--- src/alu_cpu_pkg.sv ---
/*
 * Shared definitions for the AXI4-Lite ALU execution unit
 * Widths, opcode enum, instruction union, flag and result structs
 * AXI4-Lite request/response structs, register map, response codes
 */
`default_nettype none

package alu_cpu_pkg;

  localparam int data_w  = 16;  // ALU word width
  localparam int reg_cnt = 16;  // Register file depth
  localparam int axil_aw = 8;   // AXI address width
  localparam int axil_dw = 32;  // AXI data width

  //////////////////////////////////////////////////////////////////////
  // Opcodes and instruction word
  //////////////////////////////////////////////////////////////////////
  typedef enum logic [3:0] {
    op_add    = 4'h0,
    op_sub    = 4'h1,
    op_xor    = 4'h2,
    op_red    = 4'h3,
    op_sll    = 4'h4,
    op_sra    = 4'h5,
    op_ror    = 4'h6,
    op_paddsb = 4'h7,
    op_lw     = 4'h8,  // Address only, no memory
    op_sw     = 4'h9,
    op_llb    = 4'hA,
    op_lhb    = 4'hB   // C..F invalid
  } alu_op_e;

  typedef struct packed {
    alu_op_e    opcode;
    logic [3:0] rd;
    logic [3:0] rs;
    logic [3:0] rt;  // imm4 for shifts and LW/SW
  } instr_r_t;

  typedef struct packed {
    alu_op_e    opcode;
    logic [3:0] rd;
    logic [7:0] imm8;  // LLB/LHB byte
  } instr_i_t;

  // Same 16 bits, two views
  typedef union packed {
    instr_r_t r;
    instr_i_t i;
  } instr_u;

  typedef struct packed {
    logic z;
    logic v;
    logic n;
  } alu_flags_t;

  typedef struct packed {
    logic [data_w-1:0] res;
    alu_flags_t        flags;    // Candidates, flag reg picks
    logic              invalid;  // Opcode C..F
  } alu_out_t;

  //////////////////////////////////////////////////////////////////////
  // AXI4-Lite
  //////////////////////////////////////////////////////////////////////
  typedef struct packed {
    logic [axil_aw-1:0] aw_addr;
    logic               aw_valid;
    logic [axil_dw-1:0] w_data;   // No strobes, whole words only
    logic               w_valid;
    logic               b_ready;
    logic [axil_aw-1:0] ar_addr;
    logic               ar_valid;
    logic               r_ready;
  } axil_req_t;

  typedef struct packed {
    logic               aw_ready;
    logic               w_ready;
    logic               b_valid;
    logic [1:0]         b_resp;
    logic               ar_ready;
    logic               r_valid;
    logic [axil_dw-1:0] r_data;
    logic [1:0]         r_resp;
  } axil_rsp_t;

  // Register map
  localparam logic [axil_aw-1:0] addr_instr    = 8'h00;
  localparam logic [axil_aw-1:0] addr_result   = 8'h04;
  localparam logic [axil_aw-1:0] addr_flags    = 8'h08;
  localparam logic [axil_aw-1:0] addr_status   = 8'h0C;
  localparam logic [axil_aw-1:0] addr_reg_base = 8'h40;  // reg i at +4*i

  localparam logic [1:0] resp_okay   = 2'd0;
  localparam logic [1:0] resp_slverr = 2'd2;

endpackage

`default_nettype wire

--- src/alu_core.sv ---
/*
 * Combinational 16-bit ALU
 * Saturating ADD/SUB, XOR, RED, shifts, PADDSB, LW/SW address, LLB/LHB
 * Z/V/N candidates and invalid-opcode flag
 */
`timescale 1ns/1ps
`default_nettype none

module alu_core (
  input  alu_cpu_pkg::alu_op_e           op,
  input  logic [alu_cpu_pkg::data_w-1:0] in_a,
  input  logic [alu_cpu_pkg::data_w-1:0] in_b,
  output alu_cpu_pkg::alu_out_t          out
);

  logic [alu_cpu_pkg::data_w-1:0] res;
  logic [alu_cpu_pkg::data_w-1:0] sum;   // Raw ADD/SUB
  logic [alu_cpu_pkg::data_w-1:0] ea;    // LW/SW effective address
  logic [alu_cpu_pkg::data_w-1:0] padd;  // PADDSB lanes
  logic [2*alu_cpu_pkg::data_w-1:0] rot;
  logic       is_sub;
  logic       is_as;     // ADD or SUB
  logic       b_sign;    // Sign of the effective addend
  logic       pos_ov;
  logic       neg_ov;
  logic       invalid;
  logic [8:0] red_hi;    // Signed byte sums
  logic [8:0] red_lo;
  logic [9:0] red_tot;

  //////////////////////////////////////////////////////////////////////
  // ADD/SUB with saturation
  //////////////////////////////////////////////////////////////////////
  assign is_sub = (op == alu_cpu_pkg::op_sub);
  assign is_as  = (op == alu_cpu_pkg::op_add) | is_sub;
  assign sum    = is_sub ? in_a - in_b : in_a + in_b;
  assign b_sign = is_sub ? ~in_b[15] : in_b[15];
  assign pos_ov = is_as & ~in_a[15] & ~b_sign & sum[15];   // Two positives went negative
  assign neg_ov = is_as & in_a[15] & b_sign & ~sum[15];    // Two negatives went positive

  // Word aligned base plus word offset, never saturates
  assign ea = (in_a & 16'hFFFE) + {in_b[14:0], 1'b0};

  // RED: byte sums, then sum of sums
  assign red_hi  = {in_a[15], in_a[15:8]} + {in_b[15], in_b[15:8]};
  assign red_lo  = {in_a[7], in_a[7:0]} + {in_b[7], in_b[7:0]};
  assign red_tot = {red_hi[8], red_hi} + {red_lo[8], red_lo};

  assign rot = {in_a, in_a} >> in_b[3:0];  // Rotate right via doubled word

  // Four nibble lanes, each saturating to +7/-8
  always_comb begin
    logic [4:0] lane;
    for (int k = 0; k < 4; k++) begin
      lane = {in_a[4*k+3], in_a[4*k +: 4]} + {in_b[4*k+3], in_b[4*k +: 4]};
      if (lane[4] != lane[3]) begin
        padd[4*k +: 4] = lane[4] ? 4'h8 : 4'h7;
      end else begin
        padd[4*k +: 4] = lane[3:0];
      end
    end
  end

  //////////////////////////////////////////////////////////////////////
  // Result select
  //////////////////////////////////////////////////////////////////////
  always_comb begin
    res     = '0;
    invalid = 1'b0;
    case (op)
      alu_cpu_pkg::op_add,
      alu_cpu_pkg::op_sub:    res = pos_ov ? 16'h7FFF : (neg_ov ? 16'h8000 : sum);
      alu_cpu_pkg::op_xor:    res = in_a ^ in_b;
      alu_cpu_pkg::op_red:    res = {{6{red_tot[9]}}, red_tot};
      alu_cpu_pkg::op_sll:    res = in_a << in_b[3:0];
      alu_cpu_pkg::op_sra:    res = $signed(in_a) >>> in_b[3:0];
      alu_cpu_pkg::op_ror:    res = rot[15:0];
      alu_cpu_pkg::op_paddsb: res = padd;
      alu_cpu_pkg::op_lw,
      alu_cpu_pkg::op_sw:     res = ea;
      alu_cpu_pkg::op_llb:    res = {in_a[15:8], in_b[7:0]};  // Keep high byte
      alu_cpu_pkg::op_lhb:    res = {in_b[7:0], in_a[7:0]};   // Keep low byte
      default:                invalid = 1'b1;                 // C..F, result stays zero
    endcase
  end

  assign out.res     = res;
  assign out.flags.z = (res == '0);
  assign out.flags.v = pos_ov | neg_ov;
  assign out.flags.n = res[15];
  assign out.invalid = invalid;

  // Bad opcode never leaks a value into the result register
  inv_zero_a: assert final (!out.invalid || out.res == '0)
    else $error("alu_core: invalid opcode with nonzero result");

endmodule

`default_nettype wire

--- src/alu_exec_ctrl.sv ---
/*
 * AXI4-Lite slave and execute control
 * Instruction register and decode, operand select, execute pulse
 * Result and status registers, host read mux
 */
`timescale 1ns/1ps
`default_nettype none

module alu_exec_ctrl (
  input  logic                           clk,
  input  logic                           rst_n,
  input  alu_cpu_pkg::axil_req_t         req,
  output alu_cpu_pkg::axil_rsp_t         rsp,
  output logic [3:0]                     ra_addr,
  output logic [3:0]                     rb_addr,
  output logic [3:0]                     rc_addr,
  input  logic [alu_cpu_pkg::data_w-1:0] ra_data,
  input  logic [alu_cpu_pkg::data_w-1:0] rb_data,
  input  logic [alu_cpu_pkg::data_w-1:0] rc_data,
  output logic                           we,
  output logic [3:0]                     wa_addr,
  output logic [alu_cpu_pkg::data_w-1:0] wa_data,
  output alu_cpu_pkg::alu_op_e           op,
  output logic [alu_cpu_pkg::data_w-1:0] in_a,
  output logic [alu_cpu_pkg::data_w-1:0] in_b,
  input  alu_cpu_pkg::alu_out_t          alu_res,
  output logic                           flag_en,
  input  alu_cpu_pkg::alu_flags_t        flags
);

  alu_cpu_pkg::instr_u instr_q;  // Held instruction word
  logic       wr_rdy;            // AW and W ready together
  logic       wr_hs;
  logic       wr_pend;           // Response due on next edge
  logic       wr_instr;          // Accepted write hit addr_instr
  logic       exec;
  logic       is_lb;
  logic       b_valid;
  logic [1:0] b_resp;
  logic       ar_rdy;
  logic       rd_hs;
  logic       rd_pend;           // Data captured on next edge
  logic       r_valid;
  logic [1:0] r_resp;
  logic [alu_cpu_pkg::axil_aw-1:0] ar_addr_q;
  logic [alu_cpu_pkg::axil_dw-1:0] r_data;
  logic [alu_cpu_pkg::data_w-1:0]  rd_word;
  logic       rd_err;
  logic [alu_cpu_pkg::data_w-1:0]  result_q;
  logic       status_q;          // Status bit 0 marks last instruction invalid

  //////////////////////////////////////////////////////////////////////
  // Write channel
  //////////////////////////////////////////////////////////////////////
  assign wr_hs = wr_rdy & req.aw_valid & req.w_valid;
  assign exec  = wr_pend & wr_instr;  // One cycle after acceptance

  always_ff @(posedge clk) begin
    if (!rst_n) begin
      wr_rdy  <= 1'b0;
      wr_pend <= 1'b0;
      b_valid <= 1'b0;
    end else begin
      // One-cycle ready pulse only with nothing in flight
      wr_rdy  <= ~wr_rdy & req.aw_valid & req.w_valid & ~wr_pend
                 & ~(b_valid & ~req.b_ready);
      wr_pend <= wr_hs;
      if (wr_pend) begin
        b_valid <= 1'b1;
      end else if (req.b_ready) begin
        b_valid <= 1'b0;
      end
    end
  end

  always_ff @(posedge clk) begin
    if (wr_hs) begin
      instr_q  <= req.w_data[alu_cpu_pkg::data_w-1:0];
      wr_instr <= (req.aw_addr == alu_cpu_pkg::addr_instr);  // Others ignored
    end
    if (wr_pend) begin
      b_resp <= (exec & alu_res.invalid) ? alu_cpu_pkg::resp_slverr : alu_cpu_pkg::resp_okay;
    end
  end

  //////////////////////////////////////////////////////////////////////
  // Decode and operands
  //////////////////////////////////////////////////////////////////////
  assign op      = instr_q.r.opcode;
  assign is_lb   = (op == alu_cpu_pkg::op_llb) | (op == alu_cpu_pkg::op_lhb);
  assign ra_addr = is_lb ? instr_q.i.rd : instr_q.r.rs;  // LLB/LHB merge into rd
  assign rb_addr = instr_q.r.rt;
  assign in_a    = ra_data;

  always_comb begin
    case (op)
      alu_cpu_pkg::op_sll,
      alu_cpu_pkg::op_sra,
      alu_cpu_pkg::op_ror: in_b = {12'b0, instr_q.r.rt};                    // Shift amount
      alu_cpu_pkg::op_lw,
      alu_cpu_pkg::op_sw:  in_b = {{12{instr_q.r.rt[3]}}, instr_q.r.rt};    // Signed offset
      alu_cpu_pkg::op_llb,
      alu_cpu_pkg::op_lhb: in_b = {8'b0, instr_q.i.imm8};
      default:             in_b = rb_data;
    endcase
  end

  // LW/SW produce an address only
  assign we      = exec & ~alu_res.invalid & (op != alu_cpu_pkg::op_lw)
                   & (op != alu_cpu_pkg::op_sw);
  assign wa_addr = instr_q.r.rd;
  assign wa_data = alu_res.res;
  assign flag_en = exec;

  always_ff @(posedge clk) begin
    if (!rst_n) begin
      result_q <= '0;
      status_q <= 1'b0;
    end else if (exec) begin
      result_q <= alu_res.res;
      status_q <= alu_res.invalid;  // Next valid op clears it
    end
  end

  //////////////////////////////////////////////////////////////////////
  // Read channel
  //////////////////////////////////////////////////////////////////////
  assign rd_hs   = ar_rdy & req.ar_valid;
  assign rc_addr = ar_addr_q[5:2];

  always_comb begin
    rd_word = '0;
    rd_err  = 1'b0;
    if (ar_addr_q[7:6] == alu_cpu_pkg::addr_reg_base[7:6] && ar_addr_q[1:0] == 2'b00) begin
      rd_word = rc_data;
    end else begin
      case (ar_addr_q)
        alu_cpu_pkg::addr_result: rd_word = result_q;
        alu_cpu_pkg::addr_flags:  rd_word = {13'b0, flags};  // {z, v, n}
        alu_cpu_pkg::addr_status: rd_word = {15'b0, status_q};
        default:                  rd_err  = 1'b1;            // Unmapped address reads as zero
      endcase
    end
  end

  always_ff @(posedge clk) begin
    if (!rst_n) begin
      ar_rdy  <= 1'b0;
      rd_pend <= 1'b0;
      r_valid <= 1'b0;
    end else begin
      ar_rdy  <= ~rd_hs & ~rd_pend & ~(r_valid & ~req.r_ready);
      rd_pend <= rd_hs;
      if (rd_pend) begin
        r_valid <= 1'b1;
      end else if (req.r_ready) begin
        r_valid <= 1'b0;
      end
    end
  end

  // Address taken at handshake and data one edge later so a same-edge execute is seen
  always_ff @(posedge clk) begin
    if (rd_hs) begin
      ar_addr_q <= req.ar_addr;
    end
    if (rd_pend) begin
      r_data <= {16'b0, rd_word};
      r_resp <= rd_err ? alu_cpu_pkg::resp_slverr : alu_cpu_pkg::resp_okay;
    end
  end

  assign rsp.aw_ready = wr_rdy;
  assign rsp.w_ready  = wr_rdy;
  assign rsp.b_valid  = b_valid;
  assign rsp.b_resp   = b_resp;
  assign rsp.ar_ready = ar_rdy;
  assign rsp.r_valid  = r_valid;
  assign rsp.r_data   = r_data;
  assign rsp.r_resp   = r_resp;

  b_hold_a: assert property (@(posedge clk) disable iff (!rst_n)
    rsp.b_valid && !req.b_ready |=> rsp.b_valid && $stable(rsp.b_resp))
    else $error("alu_exec_ctrl: B response dropped before b_ready");

  we_valid_a: assert property (@(posedge clk) disable iff (!rst_n)
    we |-> (op <= alu_cpu_pkg::op_lhb))
    else $error("alu_exec_ctrl: register write on invalid opcode");

endmodule

`default_nettype wire

--- src/alu_exec_top.sv ---
/*
 * ALU execution unit top
 * AXI control, register file, ALU core, flag register
 */
`timescale 1ns/1ps
`default_nettype none

module alu_exec_top (
  input  logic                   clk,
  input  logic                   rst_n,
  input  alu_cpu_pkg::axil_req_t req,
  output alu_cpu_pkg::axil_rsp_t rsp
);

  logic [3:0]                     ra_addr;
  logic [3:0]                     rb_addr;
  logic [3:0]                     rc_addr;  // Host register read
  logic [alu_cpu_pkg::data_w-1:0] ra_data;
  logic [alu_cpu_pkg::data_w-1:0] rb_data;
  logic [alu_cpu_pkg::data_w-1:0] rc_data;
  logic                           we;
  logic [3:0]                     wa_addr;
  logic [alu_cpu_pkg::data_w-1:0] wa_data;
  alu_cpu_pkg::alu_op_e           op;
  logic [alu_cpu_pkg::data_w-1:0] in_a;
  logic [alu_cpu_pkg::data_w-1:0] in_b;
  alu_cpu_pkg::alu_out_t          alu_res;
  logic                           flag_en;
  alu_cpu_pkg::alu_flags_t        flags;

  alu_exec_ctrl u_ctrl (
    .clk, .rst_n, .req, .rsp,
    .ra_addr, .rb_addr, .rc_addr, .ra_data, .rb_data, .rc_data,
    .we, .wa_addr, .wa_data,
    .op, .in_a, .in_b, .alu_res,
    .flag_en, .flags
  );

  alu_regfile u_regfile (
    .clk, .rst_n,
    .ra_addr, .rb_addr, .rc_addr, .ra_data, .rb_data, .rc_data,
    .we, .wa_addr, .wa_data
  );

  alu_core u_core (.op, .in_a, .in_b, .out(alu_res));

  alu_flag_reg u_flags (.clk, .rst_n, .flag_en, .op, .cand(alu_res.flags), .flags);

endmodule

`default_nettype wire

--- src/alu_flag_reg.sv ---
/*
 * Z/V/N flag register, update mask chosen by opcode class
 */
`timescale 1ns/1ps
`default_nettype none

module alu_flag_reg (
  input  logic                    clk,
  input  logic                    rst_n,
  input  logic                    flag_en,  // Execute cycle
  input  alu_cpu_pkg::alu_op_e    op,
  input  alu_cpu_pkg::alu_flags_t cand,
  output alu_cpu_pkg::alu_flags_t flags
);

  always_ff @(posedge clk) begin
    if (!rst_n) begin
      flags <= '0;
    end else if (flag_en) begin
      case (op)
        alu_cpu_pkg::op_add,
        alu_cpu_pkg::op_sub: flags <= cand;      // Full update
        alu_cpu_pkg::op_xor,
        alu_cpu_pkg::op_sll,
        alu_cpu_pkg::op_sra,
        alu_cpu_pkg::op_ror: flags.z <= cand.z;  // Z only
        default: ;                               // RED, PADDSB, LW/SW, LLB/LHB, invalid
      endcase
    end
  end

  flags_hold_a: assert property (@(posedge clk) disable iff (!rst_n)
    !flag_en |=> $stable(flags))
    else $error("alu_flag_reg: flags moved without flag_en");

endmodule

`default_nettype wire

--- src/alu_regfile.sv ---
/*
 * Sixteen-entry register file
 * Two operand read ports, one host read port, one write port
 */
`timescale 1ns/1ps
`default_nettype none

module alu_regfile (
  input  logic                           clk,
  input  logic                           rst_n,
  input  logic [3:0]                     ra_addr,
  input  logic [3:0]                     rb_addr,
  input  logic [3:0]                     rc_addr,  // Host read
  output logic [alu_cpu_pkg::data_w-1:0] ra_data,
  output logic [alu_cpu_pkg::data_w-1:0] rb_data,
  output logic [alu_cpu_pkg::data_w-1:0] rc_data,
  input  logic                           we,
  input  logic [3:0]                     wa_addr,
  input  logic [alu_cpu_pkg::data_w-1:0] wa_data
);

  logic [alu_cpu_pkg::data_w-1:0] regs [alu_cpu_pkg::reg_cnt];  // R0 is ordinary

  always_ff @(posedge clk) begin
    if (!rst_n) begin
      for (int i = 0; i < alu_cpu_pkg::reg_cnt; i++) begin
        regs[i] <= '0;
      end
    end else if (we) begin
      regs[wa_addr] <= wa_data;
    end
  end

  // Combinational reads, old value during write cycle
  assign ra_data = regs[ra_addr];
  assign rb_data = regs[rb_addr];
  assign rc_data = regs[rc_addr];

endmodule

`default_nettype wire

--- config.mk ---
export PLATFORM = sky130hd
export DESIGN_NAME = alu_exec_top
export DESIGN_NICKNAME = d
export VERILOG_FILES = /design/src/alu_cpu_pkg.sv /design/src/alu_core.sv /design/src/alu_exec_ctrl.sv /design/src/alu_exec_top.sv /design/src/alu_flag_reg.sv /design/src/alu_regfile.sv
export SDC_FILE = /design/constraint.sdc
export NUM_CORES = 1
export LEC_CHECK = 0
export BUFFER_PORTS_ARGS = -buffer_cell sky130_fd_sc_hd__buf_2
export CELL_PAD_IN_SITES_DETAIL_PLACEMENT = 1
export CELL_PAD_IN_SITES_GLOBAL_PLACEMENT = 1
export CORE_ASPECT_RATIO = 0.5
export CORE_MARGIN = 2
export CORE_UTILIZATION = 34
export DETAILED_ROUTE_END_ITERATION = 16
export MAX_ROUTING_LAYER = met4
export PLACE_DENSITY_LB_ADDON = 0.15
export SYNTH_ARGS = -nofsm -noshare
export SYNTH_HDL_FRONTEND = slang
export SYNTH_HIERARCHICAL = 1
export SYNTH_SLANG_ARGS = --single-unit
--- constraint.sdc ---
create_clock -name clk -period 6 [get_ports clk]
set_input_delay 0.6 -clock clk [delete_from_list [all_inputs] [get_ports clk]]
set_output_delay 0.6 -clock clk [all_outputs]
set_load 0.01 [all_outputs]
==> impl_metrics.ini <==
[run_status]
status = finished with violations
violations = setup timing

[min_path]
hold_depth = 1
hold_class = in -> reg

[timing]
final-setup-viol-count = 67
fin_crit_sh_pct = 104.3
skew_ns = 0.02107
layout_min_cycle_time_ns = 6.260
timing.fmax_ghz = 0.1597
worstMarginPinSlew_ns = 1.244
worst_slack_ns = -0.2603
relSlewSlack_pct = 16.46
holdWs_ns = 0.2202
hold_viol_final = 0
finalSetupTns_ns = -4.816
rsz0062_at_grt = true
slew_viol_final = 0

[global_routing]
met2_usage_pct = 40.85
use_met3_pct = 4.460
grt_pass1_wl_um = 139500
antenna_found_initial = 4
grt_busiest_layer = met2
overflow = 0
grt_pass1_vias = 19680
grt_use_total_pct = 26.52
grt_use_met1_pct = 36.33
grt_max_degree = 42

[worst_setup_path]
critPathKind = reg -> reg
start_kind = flip-flop
arrival_ns = 6.74
crit_path_top_delay_cell = or4_4
crit_required_ns = 6.48
crit_buf_inv = 5
r2r_cells = 25
cp.depth = 25
critPathMaxFanout = 8
crit_family = simple AND/OR/NAND/NOR gates
endpoint_kind = flip-flop
critPathMaxStageDelay_ns = 0.51

[cells_and_area]
post-route-util_pct = 43.19
drive_gt1_share_pct = 41.28
nNetsFinal = 2528
fill_cells = 7494
instances_no_fill = 3374
area_growth_pct = 24.93

[synthesis]
ys_seq_area_share_pct = 38.48
synth.top_cell.area_share_pct = 36.37
yosysTopAreaCell = edfxtp_1
dominantRegCellSynth = edfxtp_1
synth_area_leaders = edfxtp_1, mux4_2, and2_1
synth_area_per_cell_sq_um = 11.74
ys_ff_latch = 325
syn-instance-count = 2102
synth_async_sr_flop_share_pct = 0
synth.distinct_cells = 93
yosysWarnings = 6
synth_edf_count = 299
syn-cell-area_sq_um = 24680

[power_and_ir_drop]
p_int_uw = 4412
p_clk_share_pct = 36.8
p_leak_uw = 0.01203
p_per_area_nw_per_um2 = 199.0
power_switching_uw = 1723
swShare_pct = 28.09
p_seq_share_pct = 42.2
irDropWorstVdd_v = 0.0001639
comb_power_share_pct = 21.0

[clock_tree]
root_buffer = clkbuf_16
cts_tree = yes
ctsLongestPathBuffers = 3
clkTransAtPathRegs_ns = 0.06
cts-htree-levels = 2
cts_made_buffers = 36
hold_buffers = 0
numClockSinks = 325
clk_latency_ns = 0.56

[route]
wl_um = 100000
drc = 0
ant_nets = 0
vias = 19680
drt_iter0_markers = 2028
first_pass_iters = 7
wl_per_cell_um = 29.64
via_per_inst = 5.833

[floorplanning]
die-area_sq_um = 74900
die_x_um = 385.1
core-area_sq_um = 71400
rows = 69
die_h_um = 194.5
start_util_pct = 34.57
ioPinCount = 96

[flow_run]
drv_cap = 0

[place]
dp.cells = 3254
dp_hpwl_um = 71580
io_buffers = 61
post-place-ws_ns = -0.5121
place_congestion = 0.9575
[synth_stat cells (7+ instances only)]
cell      instances
a22oi_1         106
dfxtp_1          26
clkbuf_1         74
a22o_2           13
and2_1          264
nand3_1          26
nand2b_1         12
inv_1            72
nand2_1         165
buf_1            14
o211ai_1          9
or3_1             7
o22ai_1          10
a31oi_1          13
nor2_2            7
nor3_1           17
fa_1             23
xnor2_1          39
nor2_1           78
a21boi_0         19
nor2b_1          18
ha_1             62
a211oi_1         18
edfxtp_1        299
nand4_1          10
mux4_2          205
buf_4            89
nor3b_1           7
buf_2            26
a21oi_1          53
mux2_2           28
mux2i_1          33
a21o_1           25
xor2_1           15
and3_1           10
o21ai_0          63
clkbuf_2         13
[layout make-up]
class | count | area [sq um] | area share, %
antenna | 3 | 7.507 | 0.02434
clock buffer | 48 | 967.2 | 3.136
clock inverter | 15 | 182.7 | 0.5924
inverter | 74 | 297.8 | 0.9657
multi-input combinational | 1500 | 14740 | 47.80
sequential | 325 | 9499 | 30.80
tap | 958 | 1199 | 3.887
timing repair buffer | 451 | 3945 | 12.79
[flip-flops by register name, indices dropped and copies added (netlist names), 3 cells and up]
register	count
u_ctrl/ar_addr_q	8
u_ctrl/instr_q	16
u_regfile/regs	256
u_flags/flags	3
u_ctrl/r_data	16
u_ctrl/result_q	16
[path summary, 6_finish.rpt]
kind	startpoint	endpoint	slack [ns]
worst max-delay path	u_ctrl/instr_q[14]$_DFFE_PP_	u_flags/flags[2]$_SDFFE_PN0P_	-0.26
worst min-delay path	req[23]	u_ctrl/instr_q[11]$_DFFE_PP_	0.22
worst max register to register	u_ctrl/instr_q[14]$_DFFE_PP_	u_flags/flags[2]$_SDFFE_PN0P_	-0.26
worst min register to register	u_ctrl/result_q[7]$_SDFFE_PN0N_	u_ctrl/result_q[7]$_SDFFE_PN0N_	0.46
[cells by family (layout without fill, tap and decap cells)]
| group | after synthesis | in the layout | share of synthesized area (%) |
|---|---|---|---|
| and+or+nand+nor | 670 | 670 | 15.47 |
| AOI/OAI and AO/OA | 403 | 403 | 11.45 |
| other | 1 | 21 | 0.01519 |
| muxes | 270 | 270 | 21.51 |
| buffers and inverters | 294 | 588 | 6.144 |
| adders and majority gates | 85 | 85 | 5.008 |
| DFF | 325 | 325 | 38.48 |
| xor gates and xnor gates | 54 | 54 | 1.916 |
[through the flow]
step	instance area, sq um	power [uW]
after global placement	28020	3733
final	30840	6136
after global routing	30830	6327
after CTS	29650	6034
after detailed placement	28020	3743
after floorplan	24860	3252
[metal layers]
layer / wire [um] / part of all wire (%)
met1: 44550 / 45
met2: 46130 / 46
met3: 7057 / 7.1
met4: 2265 / 2.3
met5: 0 / 0
[worst register-to-register path: cells and delay by family, from the launching register on]
family,cells,cell delay (ns)
multiplexers,3,0.96
flip-flops,1,0.40
buffers and inverters,5,0.54
adder cells (fa/ha/maj),4,1.43
XOR/XNOR,1,0.20
AO/OA/AOI/OAI,4,1.00
AND/OR/NAND/NOR,8,1.64
[power by group through the flow]
stage	combinational (uW)	sequential, uW	clock [uW]
2_1_floorplan	638	2610	0
3_3_place_gp	1100	2630	0
3_5_place_dp	1110	2640	0
4_1_cts	1150	2590	2290
5_1_grt	1360	2600	2370
6_report	1290	2590	2260
[timing repair]
item,CTS,global route
endpoints found under the setup margin,242,274
gates resized for setup,77,206
buffers inserted,18,34
hold endpoints to repair,0,0
cloned,1,8
pin swaps,18,68
[layout by cell type (no fill, tap or decap), types with 26 or more instances in the layout]
cell type and instances:
a21oi_1 49, a22oi_1 84, and2_1 200, and2_4 64
buf_12 34, buf_2 61, buf_4 317, clkbuf_16 44
dfxtp_1 26, edfxtp_1 299, ha_1 55, inv_1 56
mux2i_1 33, mux4_2 205, nand2_1 141, nor2_1 76
o21ai_0 45, xnor2_1 28
Power figures use the tool's default switching activity.
